==> src/vga_defs.svh <==
`ifndef VGA_DEFS_SVH
`define VGA_DEFS_SVH

// horizontal timing in pixel clocks
`define VGA_H_ACTIVE 640
`define VGA_H_FRONT 16
`define VGA_H_SYNC 96
`define VGA_H_BACK 48

// vertical timing in lines
`define VGA_V_ACTIVE 480
`define VGA_V_FRONT 10
`define VGA_V_SYNC 2
`define VGA_V_BACK 33

// framebuffer is half the screen in both directions, 8 bpp
`define FB_WIDTH 320
`define FB_HEIGHT 240

`define BLOCK_PIX 32 // pixels per fetched block
`define BURST_LEN 16 // 16-bit words per burst, two pixels each
`define BLOCKS_PER_ROW 10 // FB_WIDTH / BLOCK_PIX

// apb register offsets
`define REG_CTRL 8'h00
`define REG_BASE 8'h04
`define REG_STATUS 8'h08

`endif

==> src/vga_pkg.sv <==
`include "vga_defs.svh"

package vga_pkg;

    // one memory word, even pixel in the high byte
    typedef logic [15:0] fb_word_t;

    typedef logic [7:0] pixel_t; // 8 bpp, no palette

    typedef logic [31:0] mem_addr_t; // word address on the memory bus

    // block number = fb row * 10 + column block, max 2399
    typedef logic [11:0] block_t;

    typedef logic [$clog2(`BURST_LEN)-1:0] beat_t; // word index inside a burst

    // burst fetch states, same sequence as the bus handshake
    typedef enum logic [2:0] {
        FS_IDLE,   // req raised here when a block is needed
        FS_ADDR,   // address presented, block recorded
        FS_WAIT,   // held while mem_wait is high
        FS_READ,   // one word per clock
        FS_FINISH  // req drops, done pulse
    } fetch_state_e;

endpackage

==> src/vga_buf_wr_if.sv <==
// write port from the fetch engine into the line buffers
interface vga_buf_wr_if;

    logic            we;    // one strobe per burst beat
    logic            sel;   // target buffer, low bit of the block
    vga_pkg::beat_t   waddr; // word index in the buffer
    vga_pkg::fb_word_t wdata;
    logic            done;  // burst complete, buffer now holds the block

    modport fetch (
        output we,
        output sel,
        output waddr,
        output wdata,
        output done
    );

    // line buffer side
    modport buffer (
        input we,
        input sel,
        input waddr,
        input wdata,
        input done
    );

endinterface

==> src/vga_timing.sv <==
`include "vga_defs.svh"

// counters run blanking first: front porch, sync, back porch, then active
// so counter zero (held while disabled) sits in vertical blanking
module vga_timing (
    input  logic            clk,
    input  logic            arst_n,
    input  logic            enable,
    output logic            hsync,
    output logic            vsync,
    output logic            de,
    output logic            fb_byte,
    output vga_pkg::beat_t  word_idx,
    output vga_pkg::block_t cur_block,
    output vga_pkg::block_t pref_block
);
    localparam int H_BLANK = `VGA_H_FRONT + `VGA_H_SYNC + `VGA_H_BACK;
    localparam int H_TOTAL = H_BLANK + `VGA_H_ACTIVE; // 800
    localparam int V_BLANK = `VGA_V_FRONT + `VGA_V_SYNC + `VGA_V_BACK;
    localparam int V_TOTAL = V_BLANK + `VGA_V_ACTIVE; // 525

    logic [9:0] h_cnt;
    logic [9:0] v_cnt;
    logic       h_act;
    logic       v_act;
    logic [9:0] px;      // screen column in the active area
    logic [8:0] ly;      // screen line in the active area
    logic [8:0] fx;      // fb column
    logic [7:0] fy;      // fb row
    logic [7:0] next_fy; // fb row of the line shown next
    logic       row_end; // on the last block of the row
    vga_pkg::block_t blk;
    vga_pkg::block_t pref;

    always_ff @(posedge clk or negedge arst_n) begin
        if (!arst_n) begin
            h_cnt <= '0;
            v_cnt <= '0;
        end else if (!enable) begin
            h_cnt <= '0; // park in blanking
            v_cnt <= '0;
        end else if (h_cnt == 10'(H_TOTAL - 1)) begin
            h_cnt <= '0;
            v_cnt <= (v_cnt == 10'(V_TOTAL - 1)) ? '0 : v_cnt + 10'd1;
        end else begin
            h_cnt <= h_cnt + 10'd1;
        end
    end

    always_comb begin
        h_act = h_cnt >= 10'(H_BLANK);
        v_act = v_cnt >= 10'(V_BLANK);
        px = h_cnt - 10'(H_BLANK); // only meaningful while active
        ly = 9'(v_cnt - 10'(V_BLANK));
        fx = px[9:1]; // each fb pixel is 2x2 on screen
        fy = ly[8:1];
        blk = vga_pkg::block_t'((32'(fy) * `FB_WIDTH + 32'(fx)) / `BLOCK_PIX);
        row_end = (32'(fx) / `BLOCK_PIX) == `BLOCKS_PER_ROW - 1;
        // odd screen lines move on to the next fb row, wrapping at frame end
        if (!ly[0])
            next_fy = fy;
        else if (fy == 8'(`FB_HEIGHT - 1))
            next_fy = '0;
        else
            next_fy = fy + 8'd1;
        if (!v_act)
            pref = '0; // vblank, top of the next frame
        else if (!h_act)
            pref = vga_pkg::block_t'(32'(fy) * `BLOCKS_PER_ROW); // line about to start
        else if (row_end)
            pref = vga_pkg::block_t'(32'(next_fy) * `BLOCKS_PER_ROW);
        else
            pref = blk + 12'd1;
    end

    // everything leaves one clock after the counters so pixel data lines up
    always_ff @(posedge clk or negedge arst_n) begin
        if (!arst_n) begin
            hsync <= 1'b1; // active low
            vsync <= 1'b1;
            de <= 1'b0;
            fb_byte <= 1'b0;
            word_idx <= '0;
            cur_block <= '0;
            pref_block <= '0;
        end else begin
            hsync <= !(h_cnt >= 10'(`VGA_H_FRONT) && h_cnt < 10'(`VGA_H_FRONT + `VGA_H_SYNC));
            vsync <= !(v_cnt >= 10'(`VGA_V_FRONT) && v_cnt < 10'(`VGA_V_FRONT + `VGA_V_SYNC));
            de <= h_act && v_act;
            fb_byte <= fx[0]; // odd pixel, low byte
            word_idx <= fx[4:1];
            cur_block <= blk;
            pref_block <= pref;
        end
    end

endmodule

==> src/vga_bus_fetch.sv <==
`include "vga_defs.svh"

// burst fetch engine on the req/ack/wait memory bus
// always works one block ahead of the display
module vga_bus_fetch (
    input  logic               clk,
    input  logic               arst_n,
    input  logic               enable,
    input  vga_pkg::mem_addr_t base,
    input  vga_pkg::block_t    pref_block,
    output logic               mem_req,
    input  logic               mem_ack,
    input  logic               mem_wait,
    output vga_pkg::mem_addr_t mem_addr,
    input  vga_pkg::fb_word_t  mem_rdata,
    vga_buf_wr_if.fetch        wr
);
    vga_pkg::fetch_state_e state;
    vga_pkg::fetch_state_e state_nx;
    vga_pkg::mem_addr_t    next_addr; // address of the wanted block
    vga_pkg::mem_addr_t    addr_q;    // held from grant to finish
    vga_pkg::mem_addr_t    last_addr; // last block fetched, as an address
    logic                  last_vld;
    logic                  sel_q;     // buffer for the burst in flight
    logic                  need;
    vga_pkg::beat_t        beat;

    // comparing addresses also catches a base change in vblank
    assign next_addr = base + vga_pkg::mem_addr_t'(pref_block) * `BURST_LEN;
    assign need = enable && (!last_vld || next_addr != last_addr);

    always_comb begin
        state_nx = state;
        case (state)
            vga_pkg::FS_IDLE: begin
                if (need && mem_ack)
                    state_nx = vga_pkg::FS_ADDR; // granted
            end
            vga_pkg::FS_ADDR: begin
                state_nx = vga_pkg::FS_WAIT;
            end
            vga_pkg::FS_WAIT: begin
                if (!mem_wait)
                    state_nx = vga_pkg::FS_READ;
            end
            vga_pkg::FS_READ: begin
                if (beat == vga_pkg::beat_t'(`BURST_LEN - 1))
                    state_nx = vga_pkg::FS_FINISH;
            end
            vga_pkg::FS_FINISH: begin
                state_nx = vga_pkg::FS_IDLE;
            end
            default: begin
                state_nx = vga_pkg::FS_IDLE;
            end
        endcase
    end

    // req asks in idle, then holds from grant through the last beat
    always_comb begin
        case (state)
            vga_pkg::FS_IDLE:   mem_req = need;
            vga_pkg::FS_FINISH: mem_req = 1'b0;
            default:            mem_req = 1'b1;
        endcase
    end

    always_ff @(posedge clk or negedge arst_n) begin
        if (!arst_n) begin
            state <= vga_pkg::FS_IDLE;
            addr_q <= '0;
            sel_q <= 1'b0;
            last_vld <= 1'b0;
            beat <= '0;
        end else begin
            state <= state_nx;
            if (state == vga_pkg::FS_IDLE && state_nx == vga_pkg::FS_ADDR) begin
                addr_q <= next_addr;
                sel_q <= pref_block[0]; // block k lives in buffer k mod 2
            end
            if (state == vga_pkg::FS_ADDR)
                last_vld <= 1'b1;
            if (!enable)
                last_vld <= 1'b0; // next frame refetches from scratch
            if (state == vga_pkg::FS_READ)
                beat <= beat + 1'b1; // wraps back to 0 after the last beat
            else
                beat <= '0;
        end
    end

    always_ff @(posedge clk) begin
        if (state == vga_pkg::FS_ADDR)
            last_addr <= addr_q; // qualified by last_vld
    end

    assign mem_addr = addr_q; // stable from present-address until finish

    // beats go straight into the line buffer
    assign wr.we = state == vga_pkg::FS_READ;
    assign wr.sel = sel_q;
    assign wr.waddr = beat;
    assign wr.wdata = mem_rdata;
    assign wr.done = state == vga_pkg::FS_FINISH;

endmodule

==> src/vga_line_buffer.sv <==
`include "vga_defs.svh"

// ping-pong pair of block buffers, even blocks in 0 and odd blocks in 1
module vga_line_buffer #(
    parameter type word_t = vga_pkg::fb_word_t
) (
    input  logic            clk,
    input  logic            arst_n,
    vga_buf_wr_if.buffer    wr,
    input  vga_pkg::block_t cur_block,
    input  vga_pkg::beat_t  word_idx,
    input  logic            fb_byte,
    input  logic            de,
    output vga_pkg::pixel_t pixel,
    output logic            underrun
);
    localparam int PW = $bits(vga_pkg::pixel_t);
    localparam int WW = $bits(word_t);

    word_t           mem [2][`BURST_LEN];
    logic [1:0]      valid;      // buffer holds a complete burst
    vga_pkg::block_t prev_block; // block shown on the last active pixel
    word_t           rd_word;
    logic            rd_vld;

    always_ff @(posedge clk) begin
        if (wr.we)
            mem[wr.sel][wr.waddr] <= wr.wdata;
    end

    always_ff @(posedge clk or negedge arst_n) begin
        if (!arst_n) begin
            valid <= '0;
            prev_block <= '0;
        end else begin
            if (de) begin
                prev_block <= cur_block;
                if (cur_block != prev_block)
                    valid[prev_block[0]] <= 1'b0; // display left that block
            end
            if (wr.we)
                valid[wr.sel] <= 1'b0; // being overwritten
            if (wr.done)
                valid[wr.sel] <= 1'b1;
        end
    end

    assign rd_word = mem[cur_block[0]][word_idx];
    assign rd_vld = valid[cur_block[0]];

    // even pixel is the high byte
    always_comb begin
        if (de && rd_vld)
            pixel = fb_byte ? rd_word[PW-1:0] : rd_word[WW-1 -: PW];
        else
            pixel = '0; // blank, or data not there in time
    end

    assign underrun = de && !rd_vld; // one pulse per starved pixel

endmodule

==> src/vga_apb_regs.sv <==
`include "vga_defs.svh"

// control and status registers, zero wait state apb
module vga_apb_regs (
    input  logic               clk,
    input  logic               arst_n,
    input  logic               psel,
    input  logic               penable,
    input  logic               pwrite,
    input  logic [7:0]         paddr,
    input  logic [31:0]        pwdata,
    output logic [31:0]        prdata,
    output logic               pready,
    input  logic               underrun_evt,
    output logic               enable,
    output vga_pkg::mem_addr_t base
);
    logic wr_en;
    logic underrun_flag; // sticky

    assign wr_en = psel && penable && pwrite; // access phase only
    assign pready = 1'b1;

    always_ff @(posedge clk or negedge arst_n) begin
        if (!arst_n) begin
            enable <= 1'b0;
            base <= '0;
            underrun_flag <= 1'b0;
        end else begin
            if (wr_en && paddr == `REG_CTRL)
                enable <= pwdata[0];
            if (wr_en && paddr == `REG_BASE)
                base <= pwdata; // word address of fb pixel 0
            // a new event wins over a clear in the same cycle
            if (underrun_evt)
                underrun_flag <= 1'b1;
            else if (wr_en && paddr == `REG_STATUS && pwdata[0])
                underrun_flag <= 1'b0; // write 1 to clear
        end
    end

    always_comb begin
        case (paddr)
            `REG_CTRL:   prdata = {31'b0, enable};
            `REG_BASE:   prdata = base;
            `REG_STATUS: prdata = {31'b0, underrun_flag};
            default:     prdata = '0; // unmapped
        endcase
    end

endmodule

==> src/vga_fb_top.sv <==
// framebuffer scan-out, apb config in, memory bursts in, vga out
module vga_fb_top (
    input  logic               clk,
    input  logic               arst_n,
    // apb register port
    input  logic               psel,
    input  logic               penable,
    input  logic               pwrite,
    input  logic [7:0]         paddr,
    input  logic [31:0]        pwdata,
    output logic [31:0]        prdata,
    output logic               pready,
    // memory bus
    output logic               mem_req,
    input  logic               mem_ack,
    input  logic               mem_wait,
    output vga_pkg::mem_addr_t mem_addr,
    input  vga_pkg::fb_word_t  mem_rdata,
    // display
    output logic               hsync,
    output logic               vsync,
    output logic               de,
    output vga_pkg::pixel_t    pixel
);
    logic               enable;
    logic               underrun;
    logic               fb_byte;
    vga_pkg::mem_addr_t base;
    vga_pkg::beat_t     word_idx;
    vga_pkg::block_t    cur_block;
    vga_pkg::block_t    pref_block;

    vga_buf_wr_if wr_if ();

    vga_apb_regs u_regs (
        .clk          (clk),
        .arst_n       (arst_n),
        .psel         (psel),
        .penable      (penable),
        .pwrite       (pwrite),
        .paddr        (paddr),
        .pwdata       (pwdata),
        .prdata       (prdata),
        .pready       (pready),
        .underrun_evt (underrun),
        .enable       (enable),
        .base         (base)
    );

    vga_timing u_timing (
        .clk        (clk),
        .arst_n     (arst_n),
        .enable     (enable),
        .hsync      (hsync),
        .vsync      (vsync),
        .de         (de),
        .fb_byte    (fb_byte),
        .word_idx   (word_idx),
        .cur_block  (cur_block),
        .pref_block (pref_block)
    );

    vga_bus_fetch u_fetch (
        .clk        (clk),
        .arst_n     (arst_n),
        .enable     (enable),
        .base       (base),
        .pref_block (pref_block),
        .mem_req    (mem_req),
        .mem_ack    (mem_ack),
        .mem_wait   (mem_wait),
        .mem_addr   (mem_addr),
        .mem_rdata  (mem_rdata),
        .wr         (wr_if.fetch)
    );

    vga_line_buffer #(
        .word_t (vga_pkg::fb_word_t)
    ) u_lbuf (
        .clk       (clk),
        .arst_n    (arst_n),
        .wr        (wr_if.buffer),
        .cur_block (cur_block),
        .word_idx  (word_idx),
        .fb_byte   (fb_byte),
        .de        (de),
        .pixel     (pixel),
        .underrun  (underrun)
    );

endmodule

==> config.mk <==
export PLATFORM = sky130hd
export DESIGN_NAME = vga_fb_top
export DESIGN_NICKNAME = d
export VERILOG_FILES = /design/src/vga_pkg.sv /design/src/vga_buf_wr_if.sv /design/src/vga_timing.sv /design/src/vga_bus_fetch.sv /design/src/vga_line_buffer.sv /design/src/vga_apb_regs.sv /design/src/vga_fb_top.sv
export VERILOG_INCLUDE_DIRS = /design/src
export SDC_FILE = /design/constraint.sdc
export NUM_CORES = 1
export LEC_CHECK = 0
export BUFFER_PORTS_ARGS = -buffer_cell sky130_fd_sc_hd__buf_2
export CAP_MARGIN = 40
export CORE_AREA = 2 2 319 321
export CTS_CLUSTER_DIAMETER = 50
export DETAILED_ROUTE_END_ITERATION = 8
export DIE_AREA = 0 0 321 323
export MAX_ROUTING_LAYER = met4
export PLACE_DENSITY = 0.5
export SYNTH_ARGS = -nofsm -noshare
export SYNTH_HDL_FRONTEND = slang
export SYNTH_SLANG_ARGS = --single-unit
==> constraint.sdc <==
create_clock -name clk -period 5.1 [get_ports clk]
set_input_delay 0.51 -clock clk [delete_from_list [all_inputs] [get_ports clk]]
set_output_delay 0.51 -clock clk [all_outputs]
set_load 0.02 [all_outputs]
Yosys cells after proc, flatten, opt, wreduce, memory -nomap -nowiden
Memories as Yosys holds them, arrays and structs flattened.
Index checks and enable logic that the tools add are counted.
{"block": "word_totals", "ff_bits": 173, "ramBits": 512, "wordCells": 135, "n_memories": 1}
{"block": "classes", "n_addsub": 9, "n_mul": 3, "n_lt_le_gt_ge": 14, "eq_ne": 16, "mux": 40, "n_bitwise": 7, "n_reduce_logical": 25}
{"memory": "u_lbuf.mem", "depth": 2, "width": 256, "read_ports": 1, "rd_clocked_by_memory_dff": 0, "wr": 1, "line": "vga_line_buffer.sv:20", "text": "word_t mem [2][`BURST_LEN];"}
{"operator": "$mux 256", "count": 1}
{"operator": "$pmux 32 s3", "count": 1}
{"operator": "$bmux 16 s4", "count": 1}
{"operator": "$demux 16 s4", "count": 1}
{"operator": "$mux 10", "count": 5}
{"operator": "$mux 16", "count": 3}
{"operator": "$mux 12", "count": 3}
{"operator": "$mul 8x3->11 const B", "count": 3}
{"operator": "$add 32x16->32", "count": 1}
{"operator": "$mux 8", "count": 4}
{"operator": "$ne 32x32->1", "count": 1}
{"operator": "$add 10x1->10 const B", "count": 2}
{"operator": "$eq 10x10->1 const B", "count": 2}
{"operator": "$add 17x9->17", "count": 1}
{"operator": "$logic_and 1x1->1", "count": 17}
{"operator": "$add 12x1->12 const B", "count": 1}
{"operator": "$ne 12x12->1", "count": 1}
{"operator": "$pmux 3 s4", "count": 1}
{"operator": "$ge 10x4->1 const B", "count": 1}
{"operator": "$ge 10x5->1 const B", "count": 1}
{"operator": "$ge 10x6->1 const B", "count": 1}
{"operator": "$ge 10x8->1 const B", "count": 1}
{"operator": "$ge 5x5->1 const B", "count": 2}
{"operator": "$lt 10x4->1 const B", "count": 1}
{"operator": "other kinds (31)", "count": 58}

Longest topological paths before layout
{"block": "depth", "depth_word": 12, "ltp_mapped": 23, "ltp_nobuf": 22}

Cells and area by module
A second synthesis with hierarchy kept.
{"block": "hier_totals", "hier_cells": 2028, "hier_area_um2": 31774.2}
{"mod": "vga_line_buffer", "n_inst": 1, "cells_per_inst": 921, "area_each_um2": 20488.4, "seq_area_each_um2": 15725.1}
{"mod": "vga_bus_fetch", "n_inst": 1, "cells_per_inst": 554, "area_each_um2": 5604.1, "seq_area_each_um2": 1986.9}
{"mod": "vga_timing", "n_inst": 1, "cells_per_inst": 433, "area_each_um2": 3973.8, "seq_area_each_um2": 1303.8}
{"mod": "vga_apb_regs", "n_inst": 1, "cells_per_inst": 120, "area_each_um2": 1707.9, "seq_area_each_um2": 850.8}

Worst setup path before layout
No wires, ideal clock.
{"block": "synth_timing", "kind": "reg-to-reg", "start": "register u_timing.v_cnt[0]", "end": "register u_timing.pref_block[10]", "t_arrival_ps": 4219, "t_required_ps": 4962, "path_slack_ps": 743, "path_stages_with_launch": 23, "path_buffers": 1, "cell_sequence": "dfrtp_1 > clkbuf_1 > inv_1 > ha_1 > xnor2_1 > ha_1 > nor2b_1 > and3_1 > nand2_1 > nor3_1 > nor2_1 > ha_1 > ha_1 > inv_1 > fa_1 > inv_1 > a21oi_1 > o21bai_1 > a21o_1 > a21oi_1 > xnor2_1 > a21oi_1 > o22ai_1"}
{"block": "synth_between", "elab_chain_cells": 8, "elab_cells_between_ends": 14}
{"item": "start, declared", "line": "vga_timing.sv:23", "text": "logic [9:0] v_cnt;"}
{"item": "start signal, assigned", "line": "vga_timing.sv:44", "text": "v_cnt <= (v_cnt == 10'(V_TOTAL - 1)) ? '0 : v_cnt + 10'd1;"}
{"item": "branches (longest 7 deep; another with $add 17x9->17)"}
{"item": "$mux 12 *", "line": "vga_timing.sv:66", "text": "if (!v_act)"}
{"item": "via u_timing.pref[10]", "line": "vga_timing.sv:33", "text": "vga_pkg::block_t pref;"}
{"item": "end signal, assigned", "line": "vga_timing.sv:93", "text": "pref_block <= pref;"}
{"item": "end, declared", "line": "vga_timing.sv:15", "text": "output vga_pkg::block_t pref_block"}
Mark *: on every way through the listed nets, which the timed path passes.
A chain may end at the register's enable or synchronous reset.

Final worst setup path
{"block": "layout_timing", "start": "register u_regs.base[4]", "end": "output mem_req"}
{"block": "layout_between", "elab_chain_cells": 5}
{"item": "start, declared", "line": "vga_apb_regs.sv:16", "text": "output vga_pkg::mem_addr_t base"}
{"item": "start signal, assigned", "line": "vga_apb_regs.sv:33", "text": "base <= pwdata;"}
{"item": "$add 32x16->32 (no line)"}
{"item": "$ne 32x32->1", "line": "vga_bus_fetch.sv:30", "text": "assign need = enable && (!last_vld || next_addr != last_addr);"}
{"item": "$logic_or 1x1->1", "line": "vga_bus_fetch.sv:30"}
{"item": "$logic_and 1x1->1", "line": "vga_bus_fetch.sv:30"}
{"item": "$pmux 1 s2", "line": "vga_bus_fetch.sv:61", "text": "case (state)"}
{"item": "end, declared", "line": "vga_fb_top.sv:14", "text": "output logic mem_req,"}
No other way between the ends.

==> results.cfg <==
[pwr]
finalPower_uw = 13100
p_per_area_mw_per_mm2 = 373
leakagePower_uw = 0.0126
vdd.ir_drop.worst_mv = 0.272

[sta]
hold_viol = 0
setup_violations = 0
period_share_pct = 96.2
timing_max_transition_violations_final = 0
fmax_ghz = 0.204
period_minus_slack_ns = 4.91
rsz0062_at_grt = no
fin_ws_ns = 0.191
max-slew-margin-rel_pct = 40.7
setup_tns_ns = 0
fin_skew_ns = 0.0177
hold_ws_ns = 0.114
max_slew.worst_pin.slew_ns = 0.889

[yosys]
synth_commonest_cells = edfxtp_1 (544), mux4_2 (168), dfrtp_1 (139)
syn-num-nets = 1877
synthFlopType = edfxtp_1
netlist_top_cells_area = edfxtp_1 (55%), mux4_2 (13%), dfrtp_1 (12%)
synthDominantCellAreaShare_pct = 54.7
seq_area_frac_synth_pct = 66.5
syn_inst = 1761
synth-edff-count = 544
yosysMostFrequentCell = edfxtp_1
synth_cell_types = 80
yosysWarnings = 0
ys_ff_latch = 685
synth.largest_area_cell = edfxtp_1
syn_area_per_cell_um2 = 17.0
syn_area_mm2 = 0.0299
postSynth.asyncResetShare_pct = 20.6

[job]
max_cap_viol_count = 0

[worst_setup_path]
crit_path_top_delay_cell = or4_4
critPathLaunch = u_regs.base[4]
reg2regPathDepth = 17
timing.rr.end = u_timing.pref_block[10]
critPathKind = reg -> out
critPathTopFamily = simple AND/OR/NAND/NOR gates
rrSetupSlack_ns = 0.51
crit_arrival_ns = 4.40
cp-end-kind = primary output
r2r_start = u_timing.v_cnt[0]
critPathBufInv = 2
cpPeakStageDelay_ns = 0.56
crit_top_cell = nand2_1
cp_max_fo = 4
cp.required_ns = 4.59
path_cells = ha_1 -> fa_2 -> a211oi_2 -> o31a_1 -> buf_4 -> or4_4 -> and2_4 -> or3b_4 -> and3b_1 -> a2111oi_4 -> nand4_2 -> nand2_1 -> nand2_1 -> buf_2
start_kind = register

[clock_network]
cts_max_path_buffers = 3
cts_tree = built
cts_made_buffers = 83
h-tree-depth = 3
clk_latency_ns = 0.64
clock_sinks = 685
clkTransAtPathRegs_ns = 0.06
root_buffer = clkbuf_16

[place]
gp_congestion = 0.831
port_buffers = 138
dp_hpwl_um = 48000
dp_slack_ns = 0.544

[worst_hold_path]
hold_start = pwdata[12]
holdCritPathClass = in -> reg
holdPathStages = 2
whs_endpoint = u_regs.base[12]

[run_status]
status = complete, no violations

[drt]
wl_met2_um = 36500
wl_per_cell_um = 22.9
drcViolationCount = 0
num_vias = 16500
via_per_inst = 4.93
drt-initial-drc-count = 1254
maxUsedRoutingLayer = met4
drtPass1Iterations = 7
final_antenna_net_count = 0
met3_length_um = 4150
wirelength_um = 76600
wl_met1_um = 34600

[die]
dieWidth_um = 321
ioPinCount = 140
fp.coreArea_mm2 = 0.101
die_h_um = 323
initial_utilization_pct = 29.7
rows = 117
dieArea_mm2 = 0.104

[final_layout]
syn_to_final_growth_pct = 17.9
seq_area_mm2 = 0.0199
multiInputGateArea_mm2 = 0.00968
drive_above_1_share_pct = 29.6
final_util_pct = 35.0
nNetsFinal = 2076
fill_cells = 9574

[global_routing]
gr-total-overflow = 0
grt_pass1_wl_um = 113000
grt_usage_pct = 15.2
antenna_found_initial = 7
grt_pass1_vias = 17200
grt_max_degree = 76
-- worst max-delay path by stage --
stage	slack (ns)	endpoint	cells after the start
after detailed placement	0.54	u_timing.pref_block[9]	20
after global routing	0.02	mem_req	14
after floorplan	0.74	u_timing.pref_block[10]	22
after global placement	0.65	u_timing.pref_block[10]	22
final	0.19	mem_req	14
after CTS	0.08	mem_req	12
-- area by class of cell --
| cell class | instances | share of cell area (%) |
|---|---|---|
| diodes | 7 | 0.0497 |
| inverters | 36 | 0.384 |
| clock buffers | 100 | 6.11 |
| repair buffers | 197 | 3.42 |
| clock inverters | 52 | 1.50 |
| multi-input cells | 957 | 27.5 |
| flip-flops and latches | 685 | 56.4 |
| well taps | 1309 | 4.65 |
-- kinds of logic (layout without fill, tap and decap cells) --
kind of cell	count (synthesis)	count (layout)	synth area share [%]
and+or+nand+nor	370	370	6.39
adders and majority gates	54	54	2.35
xor gates and xnor gates	122	122	3.86
AOI/OAI and AO/OA	159	159	3.55
buffers and inverters	119	385	1.59
muxes	251	251	15.8
DFF	685	685	66.5
other	1	8	0.0125
-- sequential cells by signal, indices dropped and copies added (netlist names), 2 cells and up --
signal	flops
u_timing.v_cnt	10
u_lbuf.prev_block	12
u_timing.pref_block	12
u_fetch.mem_addr	32
u_timing.word_idx	4
u_lbuf.mem	512
u_fetch.last_addr	32
u_timing.h_cnt	10
u_fetch.wr.waddr	4
u_lbuf.valid	2
u_regs.base	32
u_fetch.state	3
u_timing.cur_block	12
-- routing by layer --
metal / vias to the layer above / track usage (%)
met5: - / -
met4: 0 / 3.57
met3: 113 / 3.01
met2: 424 / 23.8
met1: 8619 / 20.4
li1: 7312 / -
-- report_power, final --
group | internal, µW | leakage (µW) | switching [µW]
Combinational | 236 | 0.00449 | 588
Clock | 3320 | 0.00128 | 2400
Sequential | 6470 | 0.00678 | 123
-- per-stage QoR --
| stage | instances | instance area, µm² |
|---|---|---|
| 2_1_floorplan | 1761 | 29900 |
| 3_3_place_gp | 3178 | 32500 |
| 3_5_place_dp | 3179 | 32500 |
| 4_1_cts | 3332 | 35200 |
| 5_1_grt | 3340 | 35200 |
| 6_report | 3343 | 35200 |
-- what timing repair did --
item                                    CTS  global route
hold buffers                              1             0
buffers inserted                          0             3
endpoints found under the setup margin    0             1
gates resized for setup                   0             5
hold endpoints to repair                 73             0
-- placed cells by master (no fill, tap or decap), drive strengths merged, types with 44 or more instances in the layout --
cell / count
o21ai: 44
inv: 45
mux2: 77
xnor2: 72
clkbuf: 101
nor2: 94
dfrtp: 139
nand2: 73
edfxtp: 544
ha: 49
and2: 46
xor2: 44
mux4: 168
buf: 195
Note: power is estimated with default switching activity, not from simulation.
